$ cat config.mk
export PLATFORM = sky130hd
export DESIGN_NAME = brDispatchIn_flat
export DESIGN_NICKNAME = d
export VERILOG_FILES = /design/src/brRsPkg.sv /design/src/rsAllocIf.sv /design/src/brDispatchIn.sv /design/src/flat_wrapper.sv
export VERILOG_INCLUDE_DIRS = /design/src
export SDC_FILE = /design/constraint.sdc
export NUM_CORES = 1
export LEC_CHECK = 0
export BUFFER_PORTS_ARGS = -buffer_cell sky130_fd_sc_hd__buf_2
export CORE_AREA = 2 2 121 123
export DETAILED_ROUTE_END_ITERATION = 7
export DIE_AREA = 0 0 123 125
export GPL_ROUTABILITY_DRIVEN = 0
export PLACE_DENSITY = 0.44
export SLEW_MARGIN = 5
export SYNTH_ARGS = -nofsm -noshare
export SYNTH_HDL_FRONTEND = slang
export SYNTH_SLANG_ARGS = --single-unit
$ cat constraint.sdc
create_clock -name vclk -period 3.3
set_input_delay 0.66 -clock vclk [all_inputs]
set_output_delay 0.66 -clock vclk [all_outputs]
set_load 0.02 [all_outputs]
$ cat src/brRs_settings.svh
`ifndef BRRS_SETTINGS_SVH
`define BRRS_SETTINGS_SVH

// number of station entries
`define BRRS_DEPTH 64

// physical register tag width
`define BRRS_TAG_W 8

// pc, immediate and instruction number width
`define BRRS_XLEN 32

// alu, mul, div, load, branch, sixth pipe
`define BRRS_NUM_WAKEUP 6

// credit counters, wide enough to hold the full depth
`define BRRS_CREDIT_W 7

`endif
$ cat src/brRsPkg.sv
`default_nettype none

`include "brRs_settings.svh"

package brRsPkg;

    localparam int PTR_W = $clog2(`BRRS_DEPTH);

    typedef logic [`BRRS_TAG_W-1:0] tag_t;
    typedef logic [PTR_W-1:0] ptr_t;
    typedef logic [`BRRS_XLEN-1:0] xlen_t;
    typedef logic [`BRRS_CREDIT_W-1:0] credit_t;

    // one bit per result bus
    typedef logic [`BRRS_NUM_WAKEUP-1:0] wakeupVec_t;

    // one queued branch or jump
    typedef struct packed {
        xlen_t instNum;
        xlen_t pc;
        tag_t rd;
        tag_t src1;
        tag_t src2;
        logic branch;
        logic jump;
        logic [2:0] funct3;
        xlen_t imm;
        logic predTaken; // from the predictor at fetch
        logic btbHit;
    } brEntry_t;

endpackage

`default_nettype wire

$ cat src/rsAllocIf.sv
`default_nettype none

// one allocation per cycle into the tail of the queue
interface rsAllocIf;

    logic allocValid;
    brRsPkg::brEntry_t allocEntry;
    logic src1Ready;
    logic src2Ready;

    modport source (
        output allocValid,
        output allocEntry,
        output src1Ready,
        output src2Ready
    );

    modport sink (
        input allocValid,
        input allocEntry,
        input src1Ready,
        input src2Ready
    );

endinterface

`default_nettype wire

$ cat src/brDispatchIn.sv
`default_nettype none

`include "brRs_settings.svh"

module brDispatchIn (
    input  logic dispatchValid,
    input  brRsPkg::brEntry_t entryIn,
    input  logic src1Valid,
    input  logic src2Valid,
    input  brRsPkg::wakeupVec_t wakeupValid,
    input  brRsPkg::tag_t wakeupTag [`BRRS_NUM_WAKEUP],
    rsAllocIf.source alloc
);

    brRsPkg::wakeupVec_t match1;
    brRsPkg::wakeupVec_t match2;
    logic bypass1;
    logic bypass2;

    // compare both source tags against every result bus
    always_comb begin
        for (int b = 0; b < `BRRS_NUM_WAKEUP; b++) begin
            match1[b] = wakeupValid[b] && (entryIn.src1 == wakeupTag[b]);
            match2[b] = wakeupValid[b] && (entryIn.src2 == wakeupTag[b]);
        end
    end

    // result lands in the same cycle as dispatch
    assign bypass1 = |match1;
    assign bypass2 = |match2;

    assign alloc.allocValid = dispatchValid;
    assign alloc.allocEntry = entryIn;
    assign alloc.src1Ready = src1Valid || bypass1;
    assign alloc.src2Ready = src2Valid || bypass2;

endmodule

`default_nettype wire

$ cat src/flat_wrapper.sv
// flat-port wrapper written by rule: the top's interface ports become plain ports
module brDispatchIn_flat 
  (dispatchValid, entryIn, src1Valid, src2Valid, wakeupValid, wakeupTag, alloc_allocValid, alloc_allocEntry, alloc_src1Ready, alloc_src2Ready);
  rsAllocIf alloc_i ();
  input  logic dispatchValid;
  input  brRsPkg::brEntry_t entryIn;
  input  logic src1Valid;
  input  logic src2Valid;
  input  brRsPkg::wakeupVec_t wakeupValid;
  input  brRsPkg::tag_t wakeupTag[`BRRS_NUM_WAKEUP];
  output wire logic [$bits(alloc_i.allocValid)-1:0] alloc_allocValid;
  output wire logic [$bits(alloc_i.allocEntry)-1:0] alloc_allocEntry;
  output wire logic [$bits(alloc_i.src1Ready)-1:0] alloc_src1Ready;
  output wire logic [$bits(alloc_i.src2Ready)-1:0] alloc_src2Ready;
  assign alloc_allocValid = alloc_i.allocValid;
  assign alloc_allocEntry = alloc_i.allocEntry;
  assign alloc_src1Ready = alloc_i.src1Ready;
  assign alloc_src2Ready = alloc_i.src2Ready;
  brDispatchIn u_core (.dispatchValid(dispatchValid), .entryIn(entryIn), .src1Valid(src1Valid), .src2Valid(src2Valid), .wakeupValid(wakeupValid), .wakeupTag(wakeupTag), .alloc(alloc_i));
endmodule
Word level (Yosys, flattened, before mapping)
Index checks and enable logic that the tools add are counted.
- word-level logic and storage cells: 28
- output and inout bits: 130
- input bits: 184
- bits in registers: 0
- eq/ne operators: 12
- reductions and logical operators: 16
- operators by type and width (cell ; count):
    8-bit == test ; 12
    1-bit logical AND ; 12
    6-bit OR reduction ; 2
    1-bit logical OR ; 2

Depth between registers and ports, before layout
Gate-level depths: netlist of run 1.
- depth after elaboration: 4
- mapped depth: 6
- depth with buffers taken out: 5

Worst setup path before layout of run 1
No wires, ideal clock.
- path kind: input to output
- from: input entryIn[47] (netlist bit)
- to: output alloc_src1Ready
- stages: 6
- setup slack: 1.011 ns
- data required time: 2.640 ns
- buffers on the path: 1
- arrival: 1.629 ns
- cell sequence: buf_2 > xor2_1 > nor4_1 > nand4_1 > and3_1 > nand4_1
- longest elaborated chain between the ends: 4
- elaborated cells between the ends (all ways): 14
- those cells by class: eq/ne: 6; reduce/logical: 8
- ends and longest elaborated chain (what ; line ; source):
    start, declared ; flat_wrapper.sv:6 ; input brRsPkg::brEntry_t entryIn;
    8-bit == test ; brDispatchIn.sv:23 ; match1[b] = wakeupValid[b] && (entryIn.src1 == wakeupTag[b]);
    1-bit logical AND ; brDispatchIn.sv:23 ;
    6-bit OR reduction * ; brDispatchIn.sv:29 ; assign bypass1 = |match1;
    1-bit logical OR * ; brDispatchIn.sv:34 ; assign alloc.src1Ready = src1Valid || bypass1;
    end, declared ; flat_wrapper.sv:13 ; output wire logic [$bits(alloc_i.src1Ready)-1:0] alloc_src1Ready;
Every way passes the cells marked *; elsewhere a longest branch is shown, timed or not.

Worst setup path after layout of run 1
- from: input entryIn[52] (netlist bit)
- to: output alloc_src1Ready
The elaborated chain is that of the path after synthesis.

==> results by group, run 1 <==
Status
  – Status: finished, final reports clean

Timing
  – Min Clock Period, post-route: around 2700 ps
  – Final setup fails: 0
  – Slew HR: 0.752
  – WHS: roughly 1300 ps
  – RSZ-0062 raised after global routing: no
  – Setup total negative slack: 0 ps
  – Crit share post-route: 0.817
  – Max Clk Rate: 371 MHz
  – Final hold vios: 0
  – Worst-margin pin slew: between 300 and 400 ps
  – Pins Over Slew Limit: 0

Finish
  – Area Growth Syn to Fin: -18.8%
  – Fraction of layout cells with a size suffix above 1: 0.403
  – Fin util: 0.124
  – Antenna diodes: 0
  – Commonest non-fill, non-tap cell in the layout: buf_2
  – Final net count: 412
  – Register area: 0 sq um
  – Most frequent cells in the layout: buf_2 (90), xor2_1 (75), xnor2_1 (20)
  – Sequential cells: 0
  – # clk buffers: 0

Pwr
  – Combinational cell fraction of total power: 1.000
  – Internal: slightly below 0.1 mW
  – Ratio of total power to cell area: 131 mW/mm^2
  – Clock Power Share: 0
  – Psw: roughly 0.13 mW
  – Sequential Power Share: 0
  – Net Sw Frac: 0.576
  – P_leak: 0.752 nW
  – Worst VDD drop: 0.0000462 V

Setup path
  – Critical Path, Cell by Cell: buf_2 -> xor2_1 -> nor4_1 -> nand4_1 -> and3_1 -> nand4_1 -> buf_2
  – Worst Path Max Fanout: 7
  – Max stage delay on crit path: ~380 ps
  – Critical path arrival: between 2000 and 2500 ps
  – Setup crit end: alloc_src1Ready
  – Crit. Startpoint: entryIn[52]
  – Crit path kind: in -> out
  – CP startpoint kind: input port
  – Critical path capture point type: primary output
  – CP max stage cell: nor4_1
  – Worst path required time: between 2000 and 3000 ps

Clock network
  – Hold Buf Count CTS: 0
  – Post-cts resize count: 0
  – Setup repair bufs after CTS: 0

Global routing
  – Total track usage: 0.0930
  – Gr ovfl total: 0
  – Initial antenna violation count: 0
  – First-pass GRT wire length: 10.5 mm
  – Vias in the first global route: roughly 1700
  – Maximum number of pins on one net before global-route repair: 8

Logic synthesis
  – Synthesized cell area: roughly 0.0022 sq mm
  – Syn nets: around 460
  – Syn_area_per_cell: 7.77 sq um
  – Yosys cell types: 11
  – Syn Inst Count: 280
  – Yosys warns: 0
  – Seq/Total Area, Yosys: 0

Detailed routing
  – DRT Pass-1 Iters: 4
  – WL/cell: 18.2 um
  – Drt via density: approximately 3.6
  – DRC: 0
  – Starting DRT DRC Count: 25
  – WL final: roughly 7.5 mm
  – Detailed-route via count: roughly 1500
  – Final ANT Viol Nets: 0

Flow run
  – Max_cap viols: 0

Place
  – Detailed placer's ending HPWL: 6.58 mm
  – Port buffer count: 90

Worst hold path
  – Tightest Hold Check Type: in -> out

Floorplan
  – Initial Utilization: 0.153
  – Die height: around 130 um
  – Core Rows: 44
  – I/O pin count: approximately 310
  – Die Wd: between 100 and 150 um
  – Die area: approximately 0.015 sq mm
  – Core Area: around 0.014 sq mm
## kinds of logic after synthesis
group | count (synthesis) | share of synthesized area
xor+xnor | 96 | 0.390
simple gates | 38 | 0.104
buf+inv | 144 | 0.501
compound gates | 2 | 0.00575
## power groups by stage
stage	combinational, mW	clock, mW	sequential (mW)
4_1_cts	0.235	0	0
5_1_grt	0.254	0	0
3_3_place_gp	0.234	0	0
2_1_floorplan	0.353	0	0
3_5_place_dp	0.234	0	0
6_report	0.232	0	0
## layer usage
| layer | routed length [um] | global-route usage | vias to the layer above |
|---|---|---|---|
| met3 | 609 | 0.0155 | 54 |
| li1 | - | - | 657 |
| met1 | 2490 | 0.0917 | 685 |
| met2 | 4000 | 0.181 | 93 |
| met4 | 367 | 0.0468 | 0 |
| met5 | 0 | 0 | - |
## cell usage after synthesis
master	instances	share of area
buf_4	130	0.45
buf_6	7	0.036
and3_1	2	0.0057
nand4_1	14	0.040
xor2_2	1	0.0075
a31oi_1	2	0.0057
nor4_1	12	0.035
buf_2	7	0.016
nor3_1	10	0.023
xnor2_1	20	0.081
xor2_1	75	0.30
## final cells by class
| class | count | area (sq um) |
|---|---|---|
| fill | 1678 | 12400 |
| multi-input combinational | 136 | 1090 |
| tap | 184 | 230 |
| timing repair buffer | 90 | 450 |
## metrics by stage
stage | power [mW] | setup WS, ps | instance area (sq um) | std cells
after floorplan | 0.353 | 1010 | 2180 | 280
after global placement | 0.234 | 643 | 1770 | 410
after detailed placement | 0.234 | 615 | 1770 | 410
after CTS | 0.235 | 625 | 1770 | 410
after global routing | 0.254 | 488 | 1770 | 410
final | 0.232 | 605 | 1770 | 410
## critical path, delay by kind of cell
kind          cells  cell delay (ps)
buf+inv           2              350
xor+xnor          1              180
simple gates      4              850
## worst min-delay path by stage
stage / startpoint / end / slack, ps / depth (start not counted)
after floorplan: entryIn[0] / alloc_allocEntry[0] / 1430 / 1
after global placement: entryIn[108] / alloc_allocEntry[108] / 1320 / 0
after detailed placement: entryIn[108] / alloc_allocEntry[108] / 1320 / 0
after CTS: entryIn[108] / alloc_allocEntry[108] / 1320 / 0
after global routing: entryIn[3] / alloc_allocEntry[3] / 1320 / 0
final: entryIn[120] / alloc_allocEntry[120] / 1320 / 0
Power figures use the tool's default switching activity.
==> run 2, diff against run 1 <==
clock period = 2.71 ns   (was 3.3 ns; I/O delays follow)
==> results by group, run 2 (synthesis results as in run 1) <==
Status
  – Status: finished, final reports clean

Setup path
  – Critical path capture point type: primary output
  – Max stage delay on crit path: between 400 and 500 ps
  – Top delay family on crit path: simple AND/OR/NAND/NOR gates
  – CP max stage cell: nor4_1
  – Critical Path, Cell by Cell: buf_2 -> xor2_1 -> nor4_1 -> nand4_1 -> and3_1 -> nand4_1 -> buf_2
  – Worst Path Max Fanout: 7
  – Worst path required time: around 2200 ps
  – Critical path arrival: between 1500 and 2000 ps
  – CP startpoint kind: input port
  – Crit path buf inv count: 2
  – Crit path kind: in -> out

Worst hold path
  – Hold Path Depth: 0
  – Worst Hold Path EP: alloc_allocEntry[120]
  – Tightest Hold Check Type: in -> out
  – Min-delay src: entryIn[120]

Floorplan
  – Die Wd: 123 um
  – Core Area: ~0.014 sq mm
  – Initial Utilization: 0.153
  – Core Rows: between 40 and 50
  – Die height: 125 um
  – Die area: 0.0154 sq mm
  – I/O pin count: between 300 and 400

Global routing
  – Vias in the first global route: 1735
  – First-pass GRT wire length: 10.4 mm
  – Maximum number of pins on one net before global-route repair: 8
  – Gr ovfl total: 0
  – Total track usage: 0.0924
  – Initial antenna violation count: 0

Finish
  – Antenna diodes: 0
  – Area Growth Syn to Fin: -17.8%
  – Sequential cells: 0
  – # clk buffers: 0
  – Commonest non-fill, non-tap cell in the layout: buf_2
  – Register area: 0 sq um
  – Fraction of layout cells with a size suffix above 1: 0.410
  – Finished Cell Area: roughly 0.0018 sq mm
  – Post-Layout Cell Count: just over 400
  – Multi-input gate area: 0.00109 sq mm
  – Fillers: 1676
  – Most frequent cells in the layout: buf_2 (90), xor2_1 (75), xnor2_1 (20)
  – Final net count: just over 400

Detailed routing
  – DRC: 0
  – Met3 WL: 592 um
  – WL final: approximately 7.5 mm
  – Uppermost layer routed: met4
  – Drt via density: approximately 3.6
  – WL/cell: 18.1 um
  – DRT Pass-1 Iters: 4
  – Starting DRT DRC Count: 33
  – M1 WL: ~2.5 mm
  – Final ANT Viol Nets: 0
  – DR WL met2: a little under 4 mm
  – Detailed-route via count: roughly 1500

Timing
  – RSZ-0062 raised after global routing: no
  – Setup total negative slack: 0 ps
  – Slew HR: 0.738
  – Min Clock Period, post-route: approximately 2500 ps
  – Final hold vios: 0
  – Final setup fails: 0
  – Setup ws final: between 200 and 250 ps
  – Worst-margin pin slew: roughly 390 ps
  – Crit share post-route: 0.911
  – Pins Over Slew Limit: 0
  – Max Clk Rate: 405 MHz

Pwr
  – Worst VDD drop: 0.0000508 V
  – P_leak: about 0.77 nW
  – Ratio of total power to cell area: 160 mW/mm^2

Clock network
  – Setup repair bufs after CTS: 0
  – Post-cts resize count: 0
  – Hold Buf Count CTS: 0

Place
  – Detailed placer's ending HPWL: about 6.7 mm
  – Worst slack, placed: around 240 ps
  – Port buffer count: 90
  – Placed Area: around 0.0018 sq mm
  – DP Cell Count: roughly 410

Flow run
  – Max_cap viols: 0
[run 2: cell count changes in the layout (fill, tap and decap cells not counted), sizes merged]
cell	previous run	this run
buf	90	93
[run 2: area by class of cell]
type                            instances  area share
Multi-Input combinational cell        136       0.607
Tap cell                              184       0.129
Timing Repair Buffer                   93       0.264
[run 2: routing by layer]
metal / up-vias / track usage
met5: - / 0
met4: 0 / 0.0595
met3: 60 / 0.0141
met2: 93 / 0.175
met1: 667 / 0.0914
li1: 661 / -
[run 2: per-stage QoR]
step / util / hold slack (ps) / power [mW]
finish: 0.126 / 1080 / 0.287
global route: 0.126 / 1080 / 0.314
CTS: 0.126 / 1080 / 0.292
detailed placement: 0.126 / 1080 / 0.291
global placement: 0.126 / 1080 / 0.291
floorplan: - / 1200 / 0.430
[run 2: worst max-delay path by stage]
stage | end | slack, ps | depth (start not counted) | start
5_1_grt | alloc_src1Ready | 140 | 7 | entryIn[52]
6_report | alloc_src1Ready | 240 | 7 | entryIn[52]
3_3_place_gp | alloc_src1Ready | 270 | 7 | entryIn[51]
3_5_place_dp | alloc_src1Ready | 240 | 7 | entryIn[51]
2_1_floorplan | alloc_src1Ready | 660 | 6 | entryIn[47]
4_1_cts | alloc_src1Ready | 260 | 7 | entryIn[51]
[run 2: power breakdown]
| part | leakage, nW | switching [mW] | internal [mW] | total [mW] |
|---|---|---|---|---|
| Combinational | 0.767 | 0.164 | 0.123 | 0.287 |
| Clock | 0 | 0 | 0 | 0 |
| Sequential | 0 | 0 | 0 | 0 |
==> run 3, diff against run 2 <==
GPL_TIMING_DRIVEN = 0   (was default)
==> results by group, run 3 (synthesis results as in run 1) <==
Clock network
  – Setup repair bufs after CTS: 0
  – Post-cts resize count: 0
  – Hold Buf Count CTS: 0

Timing
  – Worst-margin pin slew: roughly 400 ps
  – Min Clock Period, post-route: between 2000 and 2500 ps
  – Final hold vios: 0
  – Slew HR: 0.727
  – Final setup fails: 0
  – Setup total negative slack: 0 ps
  – RSZ-0062 raised after global routing: no
  – WHS: approximately 1300 ps
  – Crit share post-route: 0.864
  – Pins Over Slew Limit: 0
  – Max Clk Rate: roughly 430 MHz

Detailed routing
  – Starting DRT DRC Count: 47
  – DRC: 0
  – Detailed-route via count: approximately 2300
  – Drt via density: about 3.6
  – WL/cell: roughly 13 um
  – DRT Pass-1 Iters: 4
  – WL final: 8.60 mm
  – Final ANT Viol Nets: 0

Setup path
  – Top delay family on crit path: simple AND/OR/NAND/NOR gates
  – Critical Path, Cell by Cell: buf_2 -> xor2_1 -> nor4_1 -> nand4_1 -> and3_1 -> nand4_1 -> buf_2
  – Critical path arrival: around 1800 ps
  – Critical path capture point type: primary output
  – CP max stage cell: nor4_1
  – Crit path buf inv count: 2
  – Worst Path Max Fanout: 6
  – Max stage delay on crit path: about 280 ps
  – Worst path required time: around 2200 ps
  – CP startpoint kind: input port
  – Crit path kind: in -> out

Finish
  – Final net count: 652
  – Fillers: between 1500 and 2000
  – Sequential cells: 0
  – Commonest non-fill, non-tap cell in the layout: buf_2
  – Register area: 0 sq um
  – Area Growth Syn to Fin: 53.5%
  – Finished Cell Area: ~0.0033 sq mm
  – # clk buffers: 0
  – Fraction of layout cells with a size suffix above 1: 0.710
  – Most frequent cells in the layout: buf_2 (193), buf_4 (130), xor2_1 (75)

Place
  – Port buffer count: roughly 190
  – Placed Area: ~0.0033 sq mm
  – Detailed placer's ending HPWL: ~7.9 mm

Floorplan
  – I/O pin count: between 300 and 400
  – Die area: between 0.015 and 0.02 sq mm
  – Core Rows: 44
  – Core Area: between 0.01 and 0.015 sq mm
  – Die height: between 100 and 150 um
  – Initial Utilization: 0.153
  – Die Wd: around 120 um

Worst hold path
  – Worst Hold Path EP: alloc_allocEntry[98]
  – Tightest Hold Check Type: in -> out
  – Min-delay src: entryIn[98]
  – Hold Path Depth: 2

Pwr
  – P_leak: between 1.5 and 2 nW
  – Worst VDD drop: 0.0000600 V
  – Ratio of total power to cell area: ~180 mW/mm^2

Status
  – Status: finished, final reports clean

Global routing
  – Maximum number of pins on one net before global-route repair: 7
  – Initial antenna violation count: 1
  – First-pass GRT wire length: between 10 and 15 mm
  – Total track usage: 0.0982
  – Gr ovfl total: 0
  – Vias in the first global route: 2299

Flow run
  – Max_cap viols: 0
run 3: cell types whose count changed in the layout (fill, tap and decap cells not counted), sizes merged:
cell   change
diode      +1
buf      +237
run 3: how the worst max path moves through the flow:
stage                     start              end  slack (ps)  depth (start not counted)
finish              entryIn[47]  alloc_src1Ready         370                          7
global route        entryIn[39]  alloc_src2Ready         260                          7
CTS                 entryIn[47]  alloc_src1Ready         370                          7
detailed placement  entryIn[47]  alloc_src1Ready         360                          7
global placement    entryIn[47]  alloc_src1Ready         380                          7
floorplan           entryIn[47]  alloc_src1Ready         660                          6
run 3: cell type report:
type	instances	area, sq um	share of cell area
diodes	1	2.50	0.000749
plain buffers	144	1090	0.326
multi-input cells	136	1090	0.325
well taps	184	230	0.0689
repair buffers	186	931	0.279
run 3: routing by layer:
metal | wire [um] | track usage | up-vias
met5 | 0 | 0 | -
met4 | 66 | 0.00802 | 0
met3 | 822 | 0.00867 | 4
met2 | 4980 | 0.216 | 166
met1 | 2730 | 0.0975 | 1023
li1 | - | - | 1136
run 3: through the flow:
step                      std cells  setup WS [ps]  total power [mW]   util
after floorplan                 280            657             0.430      -
after global placement          650            382             0.611  0.235
after detailed placement        650            355             0.618  0.235
after CTS                       650            369             0.619  0.235
after global routing            651            258             0.661  0.235
final                           651            369             0.612  0.235
run 3: where the power goes:
group / switching (mW) / internal [mW]
Clock: 0 / 0.0000000493
Sequential: 0 / 0
Combinational: 0.312 / 0.300
