--- src/brRs_settings.svh ---
`ifndef BRRS_SETTINGS_SVH
`define BRRS_SETTINGS_SVH

// number of station entries
`define BRRS_DEPTH 64

// physical register tag width
`define BRRS_TAG_W 8

// pc, immediate and instruction number width
`define BRRS_XLEN 32

// alu, mul, div, load, branch, sixth pipe
`define BRRS_NUM_WAKEUP 6

// credit counters, wide enough to hold the full depth
`define BRRS_CREDIT_W 7

`endif
--- src/brRsPkg.sv ---
`default_nettype none

`include "brRs_settings.svh"

package brRsPkg;

    localparam int PTR_W = $clog2(`BRRS_DEPTH);

    typedef logic [`BRRS_TAG_W-1:0] tag_t;
    typedef logic [PTR_W-1:0] ptr_t;
    typedef logic [`BRRS_XLEN-1:0] xlen_t;
    typedef logic [`BRRS_CREDIT_W-1:0] credit_t;

    // one bit per result bus
    typedef logic [`BRRS_NUM_WAKEUP-1:0] wakeupVec_t;

    // one queued branch or jump
    typedef struct packed {
        xlen_t instNum;
        xlen_t pc;
        tag_t rd;
        tag_t src1;
        tag_t src2;
        logic branch;
        logic jump;
        logic [2:0] funct3;
        xlen_t imm;
        logic predTaken; // from the predictor at fetch
        logic btbHit;
    } brEntry_t;

endpackage

`default_nettype wire

--- src/brIssueOut.sv ---
`default_nettype none

module brIssueOut (
    input  logic clk,
    input  logic reset,
    input  logic flush,
    input  logic headReady,
    input  brRsPkg::brEntry_t headEntry,
    input  logic issueCredit,
    output logic pop,
    output logic dispatchCredit,
    output logic issueValid,
    output logic issueBranch,
    output logic issueJump,
    output logic issueHit,
    output logic issueTaken,
    output brRsPkg::tag_t issueRd,
    output brRsPkg::xlen_t issueInstNum,
    output logic [2:0] issueFunct3,
    output brRsPkg::xlen_t issueImm,
    output brRsPkg::xlen_t issuePc,
    output brRsPkg::tag_t issueSrc1,
    output brRsPkg::tag_t issueSrc2
);

    brRsPkg::credit_t creditCount;
    brRsPkg::brEntry_t issueReg;

    // no pop while flushing, the head is about to vanish
    assign pop = headReady && (creditCount != '0) && !flush;

    // issue slots granted by the branch unit, kept across flush
    always_ff @(posedge clk) begin
        if (reset) begin
            creditCount <= '0;
        end else begin
            case ({issueCredit, pop})
                2'b10: creditCount <= creditCount + 1'b1;
                2'b01: creditCount <= creditCount - 1'b1;
                default: creditCount <= creditCount; // both or neither
            endcase
        end
    end

    always_ff @(posedge clk) begin
        if (reset || flush) begin
            issueValid <= 1'b0;
            dispatchCredit <= 1'b0;
            issueReg <= '0;
        end else begin
            issueValid <= pop;
            dispatchCredit <= pop; // one slot freed per issue
            issueReg <= pop ? headEntry : '0;
        end
    end

    assign issueBranch = issueReg.branch;
    assign issueJump = issueReg.jump;
    assign issueHit = issueReg.btbHit;
    assign issueTaken = issueReg.predTaken;
    assign issueRd = issueReg.rd;
    assign issueInstNum = issueReg.instNum;
    assign issueFunct3 = issueReg.funct3;
    assign issueImm = issueReg.imm;
    assign issuePc = issueReg.pc;
    assign issueSrc1 = issueReg.src1;
    assign issueSrc2 = issueReg.src2;

endmodule

`default_nettype wire

--- config.mk ---
export PLATFORM = sky130hd
export DESIGN_NAME = brIssueOut
export DESIGN_NICKNAME = d
export VERILOG_FILES = /design/src/brRsPkg.sv /design/src/brIssueOut.sv
export VERILOG_INCLUDE_DIRS = /design/src
export SDC_FILE = /design/constraint.sdc
export NUM_CORES = 1
export LEC_CHECK = 0
export BUFFER_PORTS_ARGS = -buffer_cell sky130_fd_sc_hd__buf_2
export CAP_MARGIN = 25
export CELL_PAD_IN_SITES_DETAIL_PLACEMENT = 1
export CELL_PAD_IN_SITES_GLOBAL_PLACEMENT = 1
export CORE_ASPECT_RATIO = 1.4
export CORE_MARGIN = 2
export CORE_UTILIZATION = 33
export DETAILED_ROUTE_END_ITERATION = 8
export GPL_ROUTABILITY_DRIVEN = 0
export PLACE_DENSITY_LB_ADDON = 0.1
export SETUP_SLACK_MARGIN = 0.5
export SLEW_MARGIN = 20
export SYNTH_ARGS = -nofsm -noshare
export SYNTH_HDL_FRONTEND = slang
export SYNTH_SLANG_ARGS = --single-unit
--- constraint.sdc ---
create_clock -name clk -period 6.5 [get_ports clk]
set_clock_uncertainty 0.05 [all_clocks]
set_input_delay 0.325 -clock clk [delete_from_list [all_inputs] [get_ports clk]]
set_output_delay 0.325 -clock clk [all_outputs]
set_load 0.05 [all_outputs]
== Word-level counts from Yosys, hierarchy flattened ==
Cells that the tools add are included.
Storage, ports and cells
  register bits: 135
  input bits: 132
  output and inout bits: 130
  word-level logic and storage cells: 26
Operators by class
  add/sub/neg operators: 2
  eq/ne operators: 2
  multiplexer cells: 1
  bitwise logic cells: 1
  reduce and logical (&&, ||, !) cells: 7
Operators by type and width (number)
  $pmux 7 s2: 1
  $add 7x1->7 const B: 1
  $reduce_bool 7->1: 1
  $sub 7x1->7 const B: 1
  $eq 2x1->1 const B: 1
  $eq 2x2->1 const B: 1
  $logic_and 1x1->1: 2
  $reduce_bool 2->1: 1
  $reduce_or 2->1: 1
  $logic_not 1->1: 1
  $logic_or 1x1->1: 1
  $not 1->1: 1

== Longest topological paths before layout ==
Gate-level depths: netlist (run 1).
  depth in word-level cells: 5
  mapped depth: 10
  gate-level depth less buffers: 10

== Worst setup path before layout (run 1) ==
Ideal clock, no wire load.
  path type: reg-to-reg
  start point: reg creditCount[2]
  end point: reg creditCount[4]
  library setup time: 0.079 ns
  arrival: 3.478 ns
  data required time: 6.371 ns
  slack: 2.893 ns
  cell stages (with the launch flop): 11
  path through: dfxtp_1 -> or4_4 -> nor4_4 -> nor3b_1 -> ha_1 -> inv_1 -> fa_1 -> nand2b_1 -> o2bb2ai_1 -> or4_1 -> o211ai_1
Between the ends
  cells in the longest elaborated chain, start to end: 5
RTL lines
  from (decl): RTL line brIssueOut.sv:26  | brRsPkg::credit_t creditCount;
  from (signal assigned): RTL line brIssueOut.sv:38  | 2'b10: creditCount <= creditCount + 1'b1;
  from (signal assigned): RTL line brIssueOut.sv:39  | 2'b01: creditCount <= creditCount - 1'b1;
  from (signal assigned): RTL line brIssueOut.sv:40  | default: creditCount <= creditCount;
  $reduce_bool 7->1 (*): RTL line brIssueOut.sv:30  | assign pop = headReady && (creditCount != '0) && !flush;
  $logic_and 1x1->1 (*) (2 in series): RTL line brIssueOut.sv:30
  via pop: RTL line brIssueOut.sv:10  | output logic pop,
  $eq 2x1->1 or $eq 2x2->1 (tied branches): RTL line brIssueOut.sv:37  | case ({issueCredit, pop})
  $pmux 7 s2 or $reduce_bool 2->1 (tied branches)
Mark *: on every way through the listed nets, which the timed path passes. The rest lies on a longest branch.
A chain may end at the register's enable or synchronous reset.

== Final worst setup path (run 1) ==
  start point: reg creditCount[2]
  end point: reg creditCount[4]
Between the ends
  cells in the longest elaborated chain, start to end: 5
RTL lines
  branches (longest 5 deep; another with $sub 7x1->7)
Parallel ways; which one is timed is not known.

==> results.py, run 1 <==
metrics = {
    "global_route": {
        "grt_util_all_layers": 0.175,
        "antenna_found_initial": 0,
        "grt_first_pass_wirelength_mm": 17.5,
        "grt_overflow": 0,
        "grt_max_degree": 71,
        "grt_pass1_vias": 3324,
    },
    "critical_path": {
        "path_buf_inv": 0,
        "worst-endpoint-arrival_ns": 3.18,
        "criticalPathCategory": "reg -> reg",
        "crit_path_max_fanout": 9,
        "regToRegSetupSlack_ns": 3.60,
        "critical_path.slowest_cell": "or4_4",
        "cp_slowest_stage_delay_ns": 0.55,
        "critPathTopFamily": "simple AND/OR/NAND/NOR gates",
        "rr_worst_depth": 9,
        "cp-start-kind": "flop",
        "reg2reg_to": "creditCount[4]$_SDFFE_PP0P_",
        "critical_path_required_ns": 6.78,
        "crit_top_cell": "ha_1",
        "path_cells": "or4_4 > nor4_4 > nor3b_1 > ha_1 > ha_1 > nand2b_1 > o2bb2ai_1 > or4_1 > o211ai_1",
        "timing.rr.start": "creditCount[2]$_SDFFE_PP0P_",
        "end_kind": "flop",
    },
    "route": {
        "routed_wl_mm": 11.5,
        "dr_total_vias": 3236,
        "drtIter0Drc": 71,
        "wl_per_cell_um": 15.1,
        "drc": 0,
        "avgViaCountPerCell": 4.24,
        "ant_nets": 0,
        "firstDrtPassIters": 4,
    },
    "final_layout": {
        "fin_cells": 763,
        "drive_gt1_frac": 0.484,
        "fin_util": 0.499,
        "num-nets-final": 739,
        "syn_to_final_growth_pct": 49.5,
        "fin_area_um2": 6080,
    },
    "placement": {
        "port_buffers": 261,
        "dpl.hpwl_mm": 8.89,
        "postPlaceCellArea_um2": 5420,
        "dp_slack_ns": 3.61,
        "placed_cells": 731,
    },
    "worst_hold_path": {
        "hold_path.class": "in -> reg",
        "hold_end": "issueInstNum[3]$_SDFF_PP0_",
        "worstHoldStart": "headEntry[98]",
        "min_delay_path_depth": 2,
    },
    "pwr": {
        "irDropWorstVdd_mv": 0.185,
        "p_leak_nw": 3.20,
        "powerDensity_nw_per_um2": 383,
        "p_total_mw": 2.33,
    },
    "clocking": {
        "cts_buffers": 17,
        "cts_resized": 0,
        "cts_tree": "done",
        "post-cts-setup-buffers": 0,
        "cts_max_level": 4,
        "clk-insertion-delay-late_ns": 0.41,
        "clock-sinks": 135,
        "cts-hold-fix-buffers": 0,
        "cts_root_buf": "clkbuf_16",
        "clock_path_buffers": 2,
        "clkTransAtPathRegs_ns": 0.06,
    },
    "floorplanning": {
        "die_width_um": 97.8,
        "start_util": 0.334,
        "die_area_um2": 13200,
        "fp.dieH_um": 135,
        "core_area_um2": 12200,
        "rows": 48,
        "io_pins": 262,
    },
    "timing": {
        "fin_crit_sh": 0.447,
        "setup_violations": 0,
        "slew_headroom": 0.644,
        "finalCriticalPeriod_ns": 2.90,
        "max_freq_mhz": 345,
        "worstMarginPinSlew_ns": 0.533,
        "final.setup.worst_slack_ns": 3.60,
        "maxSlewViolCount": 0,
        "hold_viol": 0,
        "rsz0062_at_grt": "no",
        "timing.hold.ws_ns": 0.0596,
        "setup_tns_ns": 0,
    },
    "job": {
        "maxCapViolations": 0,
    },
    "logic_synthesis": {
        "syn_area_per_cell_um2": 12.1,
        "synthAdderAreaFrac": 0.0234,
        "syn_inst": 335,
        "synthDistinctLibCells": 37,
        "synth-compound-area-share": 0.0289,
        "yosys_warnings": 0,
        "yosysTopAreaCell": "dfxtp_1",
        "synthesis.area_um2": 4070,
        "ys_seq_area_frac": 0.665,
        "synth_ff_type": "dfxtp_1",
        "synth_commonest_cells": "135 x dfxtp_1, 127 x and2_1, 12 x buf_6",
        "synth-simple-area-share": 0.232,
        "ys_ff_latch": 135,
        "synth_top_family_by_area": "simple AND/OR/NAND/NOR gates",
        "yosysTopAreaCellShare": 0.665,
        "synth-xor-area-share": 0.00646,
        "synth_most_common_cell": "dfxtp_1",
        "async_reset_ff_frac": 0,
        "synth_fp_nets": 474,
        "muxShareOfSynthArea": 0,
        "synth_edf_count": 0,
        "synth_area_leaders": "dfxtp_1 66%, and2_1 20%, buf_6 3.3%",
    },
    "status": {
        "outcome": "finished clean",
    },
}
routing by layer:
| metal | GRT usage | part of all wire | vias up |
|---|---|---|---|
| li1 | - | - | 1578 |
| met1 | 0.173 | 0.35 | 1483 |
| met2 | 0.320 | 0.54 | 156 |
| met3 | 0.0650 | 0.082 | 19 |
| met4 | 0.0856 | 0.023 | 0 |
| met5 | 0 | 0 | - |
cell families after synthesis:
kind of cell	after synthesis
AO/OA/AOI/OAI	17
buffers and inverters	23
XOR/XNOR	3
adder cells (fa/ha/maj)	7
flip-flops	135
AND/OR/NAND/NOR	150
registers in the layout, indices dropped and copies added (netlist names):
name / flops
issueSrc2: 8
issueFunct3: 3
issueHit: 1
issueSrc1: 8
issueValid: 1
issueTaken: 1
issueRd: 8
issueImm: 32
issueInstNum: 32
creditCount: 7
issueBranch: 1
issuePc: 32
issueJump: 1
worst max-delay path by stage:
stage	start	endpoint	slack, ns	cells past startpoint
floorplan	creditCount[2]$_SDFFE_PP0P_	creditCount[4]$_SDFFE_PP0P_	2.89	10
global placement	creditCount[2]$_SDFFE_PP0P_	creditCount[3]$_SDFFE_PP0P_	3.76	9
detailed placement	creditCount[2]$_SDFFE_PP0P_	creditCount[4]$_SDFFE_PP0P_	3.61	9
CTS	creditCount[2]$_SDFFE_PP0P_	creditCount[4]$_SDFFE_PP0P_	3.59	9
global route	creditCount[2]$_SDFFE_PP0P_	creditCount[3]$_SDFFE_PP0P_	3.48	9
finish	creditCount[2]$_SDFFE_PP0P_	creditCount[4]$_SDFFE_PP0P_	3.60	9
power by group:
part | total (mW) | leakage, nW | internal [mW] | switching [mW]
Combinational | 0.374 | 1.79 | 0.113 | 0.261
Sequential | 0.902 | 1.09 | 0.881 | 0.0212
Clock | 1.05 | 0.309 | 0.700 | 0.351
final cells by class:
| cell class | instances | area, um2 |
|---|---|---|
| Tap cell | 150 | 188 |
| Sequential cell | 135 | 2700 |
| Clock buffer | 20 | 457 |
| Inverter | 6 | 22.5 |
| Clock inverter | 11 | 195 |
| Multi-Input combinational cell | 177 | 1190 |
| Timing Repair Buffer | 263 | 1320 |
| Fill cell | 1436 | 6110 |
| Antenna cell | 1 | 2.50 |
cells in the final DEF (no fill, tap or decap), drive strengths merged, types with 2 or more instances in the layout:
master | Yosys | layout
or4 | 2 | 2
buf | 15 | 263
nor4b | 2 | 2
and2 | 127 | 127
inv | 6 | 7
clkinv | 0 | 2
dfxtp | 135 | 135
ha | 6 | 6
xor2 | 2 | 2
clkbuf | 2 | 20
bufinv | 0 | 5
nand2b | 2 | 2
nand2 | 4 | 4
o21ai | 2 | 2
clkinvlp | 0 | 3
a21oi | 4 | 4
nor2 | 7 | 7
Power figures use the tool's default switching activity.
==> run 2: changes to the inputs <==
--- a/config.mk
+++ b/config.mk
@@ -6,13 +6,14 @@
 export SDC_FILE = /design/constraint.sdc
 export NUM_CORES = 1
 export LEC_CHECK = 0
+export ABC_AREA = 1
 export BUFFER_PORTS_ARGS = -buffer_cell sky130_fd_sc_hd__buf_2
 export CAP_MARGIN = 25
 export CELL_PAD_IN_SITES_DETAIL_PLACEMENT = 1
 export CELL_PAD_IN_SITES_GLOBAL_PLACEMENT = 1
 export CORE_ASPECT_RATIO = 1.4
 export CORE_MARGIN = 2
-export CORE_UTILIZATION = 33
+export CORE_UTILIZATION = 26
 export DETAILED_ROUTE_END_ITERATION = 8
 export GPL_ROUTABILITY_DRIVEN = 0
 export PLACE_DENSITY_LB_ADDON = 0.1
==> constraint.sdc (replaced) <==
create_clock -name clk -period 2.35 [get_ports clk]
set_clock_uncertainty 0.05 [all_clocks]
set_input_delay 0.1175 -clock clk [delete_from_list [all_inputs] [get_ports clk]]
set_output_delay 0.1175 -clock clk [all_outputs]
set_load 0.05 [all_outputs]
==> results.py, run 2 <==
metrics = {
    "route": {
        "dr_total_vias": 4341,
        "ant_nets": 0,
        "drtIter0Drc": 144,
        "routed_wl_mm": 15.0,
        "wl_per_cell_um": 13.5,
        "drc": 0,
        "avgViaCountPerCell": 3.92,
        "firstDrtPassIters": 4,
    },
    "timing": {
        "slew_headroom": 0.616,
        "maxSlewViolCount": 0,
        "finalCriticalPeriod_ns": 2.12,
        "setup_violations": 0,
        "setup_tns_ns": 0,
        "fin_crit_sh": 0.900,
        "max_freq_mhz": 473,
        "rsz0062_at_grt": "yes",
        "worstMarginPinSlew_ns": 0.575,
        "hold_viol": 0,
    },
    "floorplanning": {
        "fp.dieH_um": 155,
        "start_util": 0.264,
        "rows": 55,
        "die_width_um": 112,
        "core_area_um2": 16100,
        "io_pins": 262,
        "die_area_um2": 17400,
    },
    "logic_synthesis": {
        "ys_seq_area_frac": 0.635,
        "synth_commonest_cells": "145 x inv_1, 140 x nor2_1, 135 x dfxtp_1",
        "async_reset_ff_frac": 0,
        "ys_ff_latch": 135,
        "synth_edf_count": 0,
        "yosysTopAreaCellShare": 0.635,
        "synth_ff_type": "dfxtp_1",
        "yosysTopAreaCell": "dfxtp_1",
        "yosys_warnings": 0,
        "synthDistinctLibCells": 18,
        "synthesis.area_um2": 4260,
        "syn_inst": 490,
        "syn_area_per_cell_um2": 8.69,
        "synth_fp_nets": 629,
        "synth_most_common_cell": "inv_1",
        "synth_area_leaders": "dfxtp_1 63%, inv_1 13%, nor2_1 12%",
    },
    "worst_hold_path": {
        "worstHoldStart": "issueCredit",
        "hold_path.class": "in -> reg",
        "min_delay_path_depth": 4,
        "hold_end": "creditCount[0]$_SDFFE_PP0P_",
    },
    "clocking": {
        "clock-sinks": 135,
        "clkTransAtPathRegs_ns": 0.06,
        "cts_tree": "done",
        "clk-insertion-delay-late_ns": 0.41,
        "cts_root_buf": "clkbuf_16",
        "cts_buffers": 17,
        "cts_max_level": 4,
        "clock_path_buffers": 2,
    },
    "pwr": {
        "seq_power_share": 0.385,
        "comb_power_share": 0.180,
        "p_leak_nw": 4.47,
        "swShare": 0.266,
        "irDropWorstVdd_mv": 0.473,
        "powerDensity_nw_per_um2": 815,
        "p_clk_frac": 0.435,
        "p_sw_mw": 1.69,
        "p_int_mw": 4.66,
    },
    "final_layout": {
        "mostFrequentLayoutCells": "261 x buf_2, 141 x inv_1, 139 x nor2_1",
        "fillCellCount": 1960,
        "layout_commonest_cell": "buf_2",
        "drive_gt1_frac": 0.368,
        "num-nets-final": 1033,
        "diodes": 0,
        "regArea_um2": 2720,
        "fin_area_um2": 7800,
        "syn_to_final_growth_pct": 83.2,
        "multi_input_area_um2": 967,
    },
    "critical_path": {
        "critical_path.slowest_cell": "dfxtp_2",
        "path_buf_inv": 2,
        "crit_top_cell": "nand2_2",
        "reg2reg_to": "creditCount[4]$_SDFFE_PP0P_",
        "critical_path_required_ns": 2.65,
        "cp_slowest_stage_delay_ns": 0.33,
        "critPathTopFamily": "simple AND/OR/NAND/NOR gates",
        "timing.rr.start": "creditCount[5]$_SDFFE_PP0P_",
        "regToRegSetupSlack_ns": 0.23,
        "cp-start-kind": "flop",
        "crit_path_max_fanout": 6,
        "rr_worst_depth": 14,
        "path_cells": "nor3_4 > nand4_1 > nand2_2 > nor2_4 > ha_4 > ha_4 > buf_6 > nand2_2 > nand2_2 > nand2_2 > or2_4 > nand3_2 > nand2_1 > inv_1",
        "criticalPathCategory": "reg -> reg",
        "worst-endpoint-arrival_ns": 2.42,
        "end_kind": "flop",
    },
    "job": {
        "maxCapViolations": 0,
    },
    "global_route": {
        "grt_pass1_vias": 4642,
        "grt_util_all_layers": 0.171,
        "grt_first_pass_wirelength_mm": 23.2,
        "grt_overflow": 0,
        "antenna_found_initial": 0,
        "grt_max_degree": 129,
    },
    "placement": {
        "postPlaceCellArea_um2": 5710,
        "dpl.hpwl_mm": 9.80,
        "port_buffers": 261,
    },
    "status": {
        "outcome": "finished clean",
    },
}
## run 2: cells by family after synthesis
group,count (synthesis),share of synthesized area
buffers and inverters,161,0.167
AOI/OAI and AO/OA,10,0.0123
xor gates and xnor gates,2,0.00411
and+or+nand+nor,175,0.160
adders and majority gates,7,0.0223
DFF,135,0.635
## run 2: stage by stage
step	setup WS [ns]	cells	power [mW]	hold slack, ns	utilization
2_1_floorplan	0.154	490	3.10	0.180	-
3_3_place_gp	0.120	936	3.34	0.279	0.355
3_5_place_dp	0.0831	936	3.36	0.287	0.355
4_1_cts	0.239	1104	6.42	0.0827	0.483
5_1_grt	0.0993	1106	6.64	0.132	0.484
6_report	0.235	1106	6.35	0.0969	0.484
## run 2: worst max path at each step
| stage | from | end | slack, ns | cells past startpoint |
|---|---|---|---|---|
| 4_1_cts | creditCount[4]$_SDFFE_PP0P_ | creditCount[4]$_SDFFE_PP0P_ | 0.24 | 15 |
| 3_5_place_dp | creditCount[6]$_SDFFE_PP0P_ | creditCount[5]$_SDFFE_PP0P_ | 0.08 | 11 |
| 6_report | creditCount[5]$_SDFFE_PP0P_ | creditCount[4]$_SDFFE_PP0P_ | 0.23 | 14 |
| 5_1_grt | creditCount[1]$_SDFFE_PP0P_ | creditCount[4]$_SDFFE_PP0P_ | 0.1 | 15 |
| 3_3_place_gp | creditCount[6]$_SDFFE_PP0P_ | creditCount[5]$_SDFFE_PP0P_ | 0.12 | 11 |
| 2_1_floorplan | creditCount[0]$_SDFFE_PP0P_ | creditCount[4]$_SDFFE_PP0P_ | 0.15 | 15 |
## run 2: repair_timing
| item | in CTS | in global routing |
|---|---|---|
| endpoints found under the hold margin | 130 | 0 |
| gates cloned | 0 | 0 |
| pin swaps | 11 | 7 |
| hold buffers | 128 | 0 |
| setup buffers | 8 | 2 |
| endpoints found under the setup margin | 6 | 6 |
| resized for setup | 19 | 5 |
## run 2: area by class of cell
cell class / count / area share
clock buffer: 20 / 0.0573
clock inverter: 12 / 0.0225
inverter: 145 / 0.0698
multi-input combinational: 194 / 0.124
sequential: 135 / 0.349
tap: 199 / 0.0319
timing repair buffer: 401 / 0.346
## run 2: power groups by stage
stage,combinational [mW],sequential (mW),clock [mW]
2_1_floorplan,0.298,2.81,0
3_3_place_gp,0.857,2.49,0
3_5_place_dp,0.871,2.49,0
4_1_cts,1.13,2.44,2.85
5_1_grt,1.24,2.46,2.95
6_report,1.14,2.45,2.76
## run 2: worst reg2reg max path, cell delays in order, from the launching register on
cell	delay (ns)
dfxtp_2	0.33
nor3_4	0.20
nand4_1	0.15
nand2_2	0.12
nor2_4	0.05
ha_4	0.20
ha_4	0.29
buf_6	0.10
nand2_2	0.05
nand2_2	0.06
nand2_2	0.05
or2_4	0.22
nand3_2	0.06
nand2_1	0.05
inv_1	0.05
## run 2: routing by layer
metal / part of all wire / vias to the layer above / wire length [um] / GRT usage
met5: 0 / - / 0 / 0
met4: 0.025 / 0 / 368 / 0.0714
met3: 0.062 / 30 / 935 / 0.0530
met2: 0.57 / 151 / 8540 / 0.338
met1: 0.34 / 1995 / 5130 / 0.160
li1: - / 2165 / - / -
